**src/design/pipe_settings.svh**
```systemverilog
`ifndef PIPE_SETTINGS_SVH
`define PIPE_SETTINGS_SVH

// register index width
`define PIPE_REG_ADDR_W 5

// instruction tag carried down the pipe
`define PIPE_TAG_W 8

`define PIPE_MULDIV_CYCLES 4  // cycles a mul/div occupies EX

`define PIPE_STAGES 6  // PC, IF/ID, ID/EX, EX/MEM, MEM/WB, WB

`endif

```
**src/design/pipe_pkg.sv**
```systemverilog
`default_nettype none

`include "pipe_settings.svh"

package pipe_pkg;

  // one bit per stage register, bit 0 is PC
  typedef logic [`PIPE_STAGES-1:0] stage_vec_t;

  // IF/ID payload
  typedef struct packed {
    logic                        valid;
    logic [`PIPE_TAG_W-1:0]      tag;
    logic [`PIPE_REG_ADDR_W-1:0] rd;
    logic [`PIPE_REG_ADDR_W-1:0] rs1;
    logic [`PIPE_REG_ADDR_W-1:0] rs2;
    logic                        is_load;
    logic                        is_muldiv;
  } fetch_info_t;

  typedef struct packed {
    logic                        valid;
    logic [`PIPE_TAG_W-1:0]      tag;
    logic [`PIPE_REG_ADDR_W-1:0] rd;
    logic                        is_load;
    logic                        is_muldiv;
  } ex_info_t;  // ID/EX payload, sources dropped

  typedef struct packed {
    logic                        valid;
    logic [`PIPE_TAG_W-1:0]      tag;
    logic [`PIPE_REG_ADDR_W-1:0] rd;
  } retire_info_t;  // EX/MEM and MEM/WB

  typedef struct packed {
    logic load_use;
    logic jump;
  } hazard_req_t;

  typedef struct packed {
    logic if_wait;     // imem not ready
    logic mem_wait;    // dmem not ready
    logic muldiv;      // EX occupied by mul/div
    logic trap_flush;
    logic trap_stall;
  } busy_req_t;

endpackage

`default_nettype wire

```
**src/design/hazard_detect.sv**
```systemverilog
`timescale 1ns/10ps
`default_nettype none

module hazard_detect (
  input  pipe_pkg::fetch_info_t id_info_i,
  input  pipe_pkg::ex_info_t    ex_info_i,
  input  logic                  jump_taken_i,
  output pipe_pkg::hazard_req_t req_o
);

  logic ex_load;  // valid load writing a real register
  logic rs1_hit;
  logic rs2_hit;

  // x0 is never a true dependency
  always_comb begin
    ex_load = ex_info_i.valid && ex_info_i.is_load && (ex_info_i.rd != '0);
  end

  always_comb begin
    rs1_hit = (ex_info_i.rd == id_info_i.rs1);
    rs2_hit = (ex_info_i.rd == id_info_i.rs2);
  end

  always_comb begin
    req_o          = '0;
    req_o.load_use = ex_load && id_info_i.valid && (rs1_hit || rs2_hit);
    // taken jump resolves in EX, forwarded as is
    req_o.jump     = jump_taken_i;
  end

  // the load-use bubble lasts one cycle since the load then
  // moves to EX/MEM and the comparison no longer matches

endmodule

`default_nettype wire

```
**src/design/busy_tracker.sv**
```systemverilog
`timescale 1ns/10ps
`default_nettype none

`include "pipe_settings.svh"

module busy_tracker (
  input  logic                clk,
  input  logic                rst,
  input  logic                ex_muldiv_i,   // valid mul/div in ID/EX
  input  logic                imem_wait_i,
  input  logic                dmem_wait_i,
  input  logic                trap_flush_i,
  input  logic                trap_stall_i,
  output pipe_pkg::busy_req_t req_o
);

  localparam int CNT_W = $clog2(`PIPE_MULDIV_CYCLES + 1);
  localparam logic [CNT_W-1:0] CNT_LAST = CNT_W'(`PIPE_MULDIV_CYCLES - 1);

  logic [CNT_W-1:0] cnt;  // busy cycles seen so far
  logic             done; // release cycle for the held op

  always_ff @(posedge clk) begin
    if (rst) begin
      cnt  <= '0;
      done <= 1'b0;
    end else if (done) begin
      // op leaves EX this cycle, next one starts clean
      done <= 1'b0;
      cnt  <= '0;
    end else if (ex_muldiv_i) begin
      if (cnt == CNT_LAST) begin
        cnt  <= '0;
        done <= 1'b1;
      end else begin
        cnt <= cnt + 1'b1;
      end
    end else begin
      cnt <= '0;  // op flushed away mid count
    end
  end

  // all other requests are plain levels
  always_comb begin
    req_o            = '0;
    req_o.if_wait    = imem_wait_i;
    req_o.mem_wait   = dmem_wait_i;
    req_o.muldiv     = ex_muldiv_i && !done;
    req_o.trap_flush = trap_flush_i;
    req_o.trap_stall = trap_stall_i;
  end

  // with a mul/div arriving while cnt is zero, muldiv stays high
  // for cycles 0 .. PIPE_MULDIV_CYCLES-1 and drops in the done cycle

endmodule

`default_nettype wire

```
**src/design/pipeline_control.sv**
```systemverilog
`timescale 1ns/10ps
`default_nettype none

module pipeline_control (
  input  logic                  rst,
  input  pipe_pkg::hazard_req_t hazard_i,
  input  pipe_pkg::busy_req_t   busy_i,
  output pipe_pkg::stage_vec_t  stall_o,
  output pipe_pkg::stage_vec_t  flush_o
);

  import pipe_pkg::*;

  // bit order: WB, MEM/WB, EX/MEM, ID/EX, IF/ID, PC
  localparam stage_vec_t RST_STALL      = 6'b000000;
  localparam stage_vec_t RST_FLUSH      = 6'b011111;  // clear every stage register

  localparam stage_vec_t DMEM_STALL     = 6'b001111;  // freeze up to EX/MEM
  localparam stage_vec_t DMEM_FLUSH     = 6'b010000;  // bubble into MEM/WB

  localparam stage_vec_t IMEM_STALL     = 6'b000011;  // hold PC and IF/ID
  localparam stage_vec_t IMEM_FLUSH     = 6'b000000;

  localparam stage_vec_t TRAP_FL_STALL  = 6'b000010;
  localparam stage_vec_t TRAP_FL_FLUSH  = 6'b001110;

  localparam stage_vec_t TRAP_ST_STALL  = 6'b111111;  // whole pipe frozen
  localparam stage_vec_t TRAP_ST_FLUSH  = 6'b001110;

  localparam stage_vec_t JUMP_STALL     = 6'b000010;
  localparam stage_vec_t JUMP_FLUSH     = 6'b000110;  // kill wrong-path IF/ID and ID/EX

  localparam stage_vec_t MULDIV_STALL   = 6'b000111;  // hold op in ID/EX
  localparam stage_vec_t MULDIV_FLUSH   = 6'b001000;

  localparam stage_vec_t LOAD_USE_STALL = 6'b000011;
  localparam stage_vec_t LOAD_USE_FLUSH = 6'b000100;  // bubble behind the load

  localparam stage_vec_t NONE           = 6'b000000;

  // memory waits first, then traps, jump, mul/div and load-use
  always_comb begin
    if (rst) begin
      stall_o = RST_STALL;
      flush_o = RST_FLUSH;
    end else if (busy_i.mem_wait) begin
      // covers dmem alone and dmem with imem
      stall_o = DMEM_STALL;
      flush_o = DMEM_FLUSH;
    end else if (busy_i.if_wait) begin
      stall_o = IMEM_STALL;
      flush_o = IMEM_FLUSH;
    end else if (busy_i.trap_flush) begin
      stall_o = TRAP_FL_STALL;
      flush_o = TRAP_FL_FLUSH;
    end else if (busy_i.trap_stall) begin
      stall_o = TRAP_ST_STALL;
      flush_o = TRAP_ST_FLUSH;
    end else if (hazard_i.jump) begin
      stall_o = JUMP_STALL;
      flush_o = JUMP_FLUSH;
    end else if (busy_i.muldiv) begin
      stall_o = MULDIV_STALL;
      flush_o = MULDIV_FLUSH;
    end else if (hazard_i.load_use) begin
      stall_o = LOAD_USE_STALL;
      flush_o = LOAD_USE_FLUSH;
    end else begin
      stall_o = NONE;
      flush_o = NONE;
    end
  end

  // in the trap rows and the jump row some stages are both stalled
  // and flushed, and the stage register lets flush win

endmodule

`default_nettype wire

```
**src/design/pipe_reg.sv**
```systemverilog
`timescale 1ns/10ps
`default_nettype none

module pipe_reg #(
  parameter type payload_t = logic
) (
  input  logic     clk,
  input  logic     rst,
  input  logic     stall_i,
  input  logic     flush_i,
  input  payload_t d_i,
  output payload_t q_o
);

  // flush beats stall, all zeros is a bubble
  always_ff @(posedge clk) begin
    if (rst || flush_i) begin
      q_o <= '0;
    end else if (!stall_i) begin
      q_o <= d_i;  // advance one stage
    end
  end

  // stall with no flush keeps q_o unchanged

endmodule

`default_nettype wire

```
**src/design/pipe_ctrl_top.sv**
```systemverilog
`timescale 1ns/10ps
`default_nettype none

module pipe_ctrl_top (
  input  logic                   clk,
  input  logic                   rst,
  input  pipe_pkg::fetch_info_t  fetch_info_i,
  input  logic                   jump_taken_ex_i,
  input  logic                   imem_wait_i,
  input  logic                   dmem_wait_i,
  input  logic                   trap_flush_wb_i,
  input  logic                   trap_stall_wb_i,
  output pipe_pkg::stage_vec_t   stall_o,
  output pipe_pkg::stage_vec_t   flush_o,
  output pipe_pkg::fetch_info_t  id_info_o,
  output pipe_pkg::ex_info_t     ex_info_o,
  output pipe_pkg::retire_info_t mem_info_o,
  output pipe_pkg::retire_info_t wb_info_o
);

  import pipe_pkg::*;

  hazard_req_t  hazard_req;
  busy_req_t    busy_req;
  ex_info_t     ex_d;       // IF/ID narrowed for ID/EX
  retire_info_t mem_d;      // ID/EX narrowed for EX/MEM

  always_comb begin
    ex_d.valid     = id_info_o.valid;
    ex_d.tag       = id_info_o.tag;
    ex_d.rd        = id_info_o.rd;
    ex_d.is_load   = id_info_o.is_load;
    ex_d.is_muldiv = id_info_o.is_muldiv;
  end

  always_comb begin
    mem_d.valid = ex_info_o.valid;
    mem_d.tag   = ex_info_o.tag;
    mem_d.rd    = ex_info_o.rd;
  end

  hazard_detect u_hazard (
    .id_info_i    (id_info_o),
    .ex_info_i    (ex_info_o),
    .jump_taken_i (jump_taken_ex_i),
    .req_o        (hazard_req)
  );

  busy_tracker u_busy (
    .clk          (clk),
    .rst          (rst),
    .ex_muldiv_i  (ex_info_o.valid && ex_info_o.is_muldiv),
    .imem_wait_i  (imem_wait_i),
    .dmem_wait_i  (dmem_wait_i),
    .trap_flush_i (trap_flush_wb_i),
    .trap_stall_i (trap_stall_wb_i),
    .req_o        (busy_req)
  );

  pipeline_control u_ctrl (
    .rst      (rst),
    .hazard_i (hazard_req),
    .busy_i   (busy_req),
    .stall_o  (stall_o),
    .flush_o  (flush_o)
  );

  // bit 0 (PC) and bit 5 (WB) leave through the ports only
  pipe_reg #(.payload_t(fetch_info_t)) if_id_reg (
    .clk (clk), .rst (rst), .stall_i (stall_o[1]), .flush_i (flush_o[1]),
    .d_i (fetch_info_i), .q_o (id_info_o)
  );

  pipe_reg #(.payload_t(ex_info_t)) id_ex_reg (
    .clk (clk), .rst (rst), .stall_i (stall_o[2]), .flush_i (flush_o[2]),
    .d_i (ex_d), .q_o (ex_info_o)
  );

  pipe_reg #(.payload_t(retire_info_t)) ex_mem_reg (
    .clk (clk), .rst (rst), .stall_i (stall_o[3]), .flush_i (flush_o[3]),
    .d_i (mem_d), .q_o (mem_info_o)
  );

  pipe_reg #(.payload_t(retire_info_t)) mem_wb_reg (
    .clk (clk), .rst (rst), .stall_i (stall_o[4]), .flush_i (flush_o[4]),
    .d_i (mem_info_o), .q_o (wb_info_o)
  );

endmodule

`default_nettype wire

```
**config.mk**
```make
export PLATFORM = sky130hd
export DESIGN_NAME = pipe_ctrl_top
export DESIGN_NICKNAME = d
export VERILOG_FILES = /design/src/design/pipe_pkg.sv /design/src/design/hazard_detect.sv /design/src/design/busy_tracker.sv /design/src/design/pipeline_control.sv /design/src/design/pipe_reg.sv /design/src/design/pipe_ctrl_top.sv
export VERILOG_INCLUDE_DIRS = /design/src /design/src/design
export SDC_FILE = /design/constraint.sdc
export NUM_CORES = 1
export LEC_CHECK = 0
export ABC_AREA = 1
export BUFFER_PORTS_ARGS = -buffer_cell sky130_fd_sc_hd__buf_2
export CAP_MARGIN = 20
export CORE_MARGIN = 1
export CORE_UTILIZATION = 35
export CTS_CLUSTER_SIZE = 20
export DETAILED_ROUTE_END_ITERATION = 10
export GPL_TIMING_DRIVEN = 0
export PLACE_DENSITY = 0.7
export SYNTH_ARGS = -nofsm -noshare
export SYNTH_HDL_FRONTEND = slang
export SYNTH_SLANG_ARGS = --single-unit
export TNS_END_PERCENT = 50
```
**constraint.sdc**
```tcl
create_clock -name clk -period 2.7 [get_ports clk]
set_clock_uncertainty 0.2 [all_clocks]
set_input_delay 0.54 -clock clk [delete_from_list [all_inputs] [get_ports clk]]
set_output_delay 0.54 -clock clk [all_outputs]
set_load 0.02 [all_outputs]
```
==> results_dict.tcl <==
set metrics [dict create \
    core_sq_um 8760 \
    final-hold-violation-count 0 \
    placed_cell_area_sq_um 3890 \
    fin_util_pct 48.1 \
    wl_per_cell_um 12.3 \
    drive_above_1_share_pct 33.3 \
    layout_common_cells "buf_2 (118), nand2_1 (114), nor2_1 (99)" \
    grt_pass1_vias 2856 \
    synth_ff_type "dfxtp_1" \
    gp_congestion 0.840 \
    critical_path_buf_inv_count 4 \
    path_delay_family "simple AND/OR/NAND/NOR gates" \
    crit_chain "nand3b_1 > buf_4 > nand2_1 > nor2_4 > nand2_1 > nand2_4 > inv_1 > buf_4 > buf_2" \
    setup-tns-final_ps 0 \
    final_area_sq_um 4210 \
    powerDensity_nw_per_um2 569 \
    switchingPower_mw 0.753 \
    vias_per_cell 4.55 \
    overflow 0 \
    status "finished, final reports clean" \
    cap_viol_max_count 0 \
    synth_edf_count 0 \
    clock_power_share_pct 33.9 \
    grt_pass1_wl_mm 13.7 \
    avgSynthCellArea_sq_um 7.31 \
    dr.first_iter.drc_count 119 \
    cpMaxStageDelayCell "dfxtp_4" \
    reg2reg_setup_slack_ps 630 \
    reg2reg_from "id_ex_reg.q_o[15]" \
    syn-num-nets 471 \
    initial_utilization_pct 36.4 \
    p_seq_share_pct 49.7 \
    worstSetupPathType "register to output port" \
    slowest_delay_ps 380 \
    finalWirelength_mm 8.41 \
    crit_path_end_kind "output port" \
    hold_class "register to register" \
    cts_buffers 9 \
    n_antenna_cell 0 \
    tritoncts "done" \
    worst_hold_path.num_cells 1 \
    grt_max_degree 19 \
    min-delay-start "u_busy.cnt[0]" \
    die_area_sq_um 9490 \
    remaining_drc_errors 0 \
    path_max_fanout 18 \
    netlist_instances 436 \
    reg2reg_depth 9 \
    switching_share_pct 31.4 \
    fmaxAchievable_ghz 0.374 \
    finalNetCount 606 \
    vias 3110 \
    post-place-ws_ps -99.8 \
    internal_power_mw 1.65 \
    ys_warn_count 0 \
    track_usage_pct 18.2 \
    yosys_register_bits 74 \
    die_w_um 97.4 \
    maxSlewViolCount 0 \
    finalHoldWorstSlack_ps 231 \
    syn_to_final_growth_pct 32.1 \
    port-buffer-count 113 \
    grt_setup_unrepaired "true" \
    period_minus_slack_ps 2670 \
    crit_required_ps 1960 \
    clk_latency_ps 350 \
    final_common_cell "buf_2" \
    peakVddDrop_uv 221 \
    cp-startpoint "id_ex_reg.q_o[15]" \
    dp_hpwl_mm 6.33 \
    hold_buffers 0 \
    setup_viol 0 \
    clk_path_buf_depth 2 \
    ys_types 26 \
    min_to "u_busy.cnt[0]" \
    die_height_um 97.4 \
    reg2reg_to "if_id_reg.q_o[3]" \
    synthArstFlopShare_pct 0 \
    clk_pin_slew_worst_paths_ps 90 \
    grt_antenna_before_repair 0 \
    firstDrtPassIters 4 \
    clock-root-buffer "clkbuf_8" \
    min_period_over_period_pct 99.0 \
    worst_slack_ps 27.1 \
    synth_area_sq_um 3190 \
    ios 115 \
    rows 34 \
    yosysSeqAreaShare_pct 46.5 \
    arrival_ps 1930 \
    cts_sinks 74 \
    htreeDepth 3 \
    start_kind "register" \
    ant_nets 0 \
    p_comb_share_pct 16.4 \
    p_leak_nw 2.09 \
]
[layout make-up]
type                    count  area (sq um)
fillers                   878          4550
flip-flops and latches     74          1510
multi-input cells         308          1440
repair buffers            125           658
plain buffers              29           199
well taps                 108           135
clock buffers               9           124
inverters                  24          90.1
clock inverters             7          61.3
[power groups by stage]
stage	Clock (mW)	Sequential [mW]	Combinational (mW)
6_report	0.814	1.19	0.393
5_1_grt	0.887	1.20	0.433
4_1_cts	0.837	1.19	0.388
3_5_place_dp	0	1.22	0.377
3_3_place_gp	0	1.22	0.372
2_1_floorplan	0	1.27	0.187
[flip-flops by register name, summed over array words and instances, names as in the netlist]
signal          count
ex_mem_reg.q_o     14
id_ex_reg.q_o      16
if_id_reg.q_o      26
u_busy.cnt          3
u_busy.done         1
mem_wb_reg.q_o     14
[layer usage]
| layer | track usage (%) | part of all wire, % |
|---|---|---|
| met5 | 0 | 0 |
| met4 | 7.47 | 1.4 |
| met3 | 5.04 | 6.3 |
| met2 | 30.6 | 47 |
| met1 | 21.8 | 45 |
[stage by stage]
| step | power [mW] | std cells |
|---|---|---|
| after floorplan | 1.46 | 436 |
| after global placement | 1.59 | 657 |
| after detailed placement | 1.60 | 657 |
| after CTS | 2.42 | 677 |
| after global routing | 2.52 | 684 |
| final | 2.40 | 684 |
[how the worst max path moves through the flow]
stage / end / cells past startpoint / slack (ps)
after global placement: stall_o[1] / 10 / -80
after global routing: stall_o[1] / 9 / -70
final: stall_o[1] / 9 / 30
after CTS: flush_o[2] / 12 / 9
after floorplan: flush_o[2] / 11 / 390
after detailed placement: stall_o[1] / 10 / -100
[cells by family after synthesis]
| family | count (synthesis) | share of synthesized area [%] |
|---|---|---|
| flip-flops | 74 | 46.5 |
| AO/OA/AOI/OAI | 51 | 9.15 |
| XOR/XNOR | 2 | 0.550 |
| other | 1 | 0.118 |
| buffers and inverters | 54 | 9.10 |
| adder cells (fa/ha/maj) | 2 | 0.785 |
| AND/OR/NAND/NOR | 252 | 33.8 |
[repair_timing]
| action | 4_1_cts | 5_1_grt |
|---|---|---|
| gates resized for setup | 14 | 10 |
| buffers inserted | 5 | 7 |
| setup endpoints to repair | 7 | 7 |
| cloned | 0 | 0 |
| pin swaps | 3 | 4 |
[synth_stat cells, types with 3 or more instances]
library cell	count	area [sq um]
nand2_1	115	432
nor2_1	101	379
dfxtp_1	74	1480
nand3b_1	27	203
a21oi_1	25	125
inv_1	20	75.1
o21ai_0	18	90.1
buf_4	15	113
buf_2	7	35.0
clkbuf_1	5	18.8
inv_2	4	15.0
a21oi_2	3	26.3
buf_6	3	33.8
nand3_1	3	15.0
[worst reg2reg max path, cell delays in order, from the launching register on]
cell and delay (ps):
dfxtp_4 380, nand3b_1 160, buf_4 140, nand2_1 120
nor2_4 150, buf_4 170, clkbuf_1 370, nand3b_1 170
nand2_1 90, nor2_1 40
(Power assumes the default switching activity.)
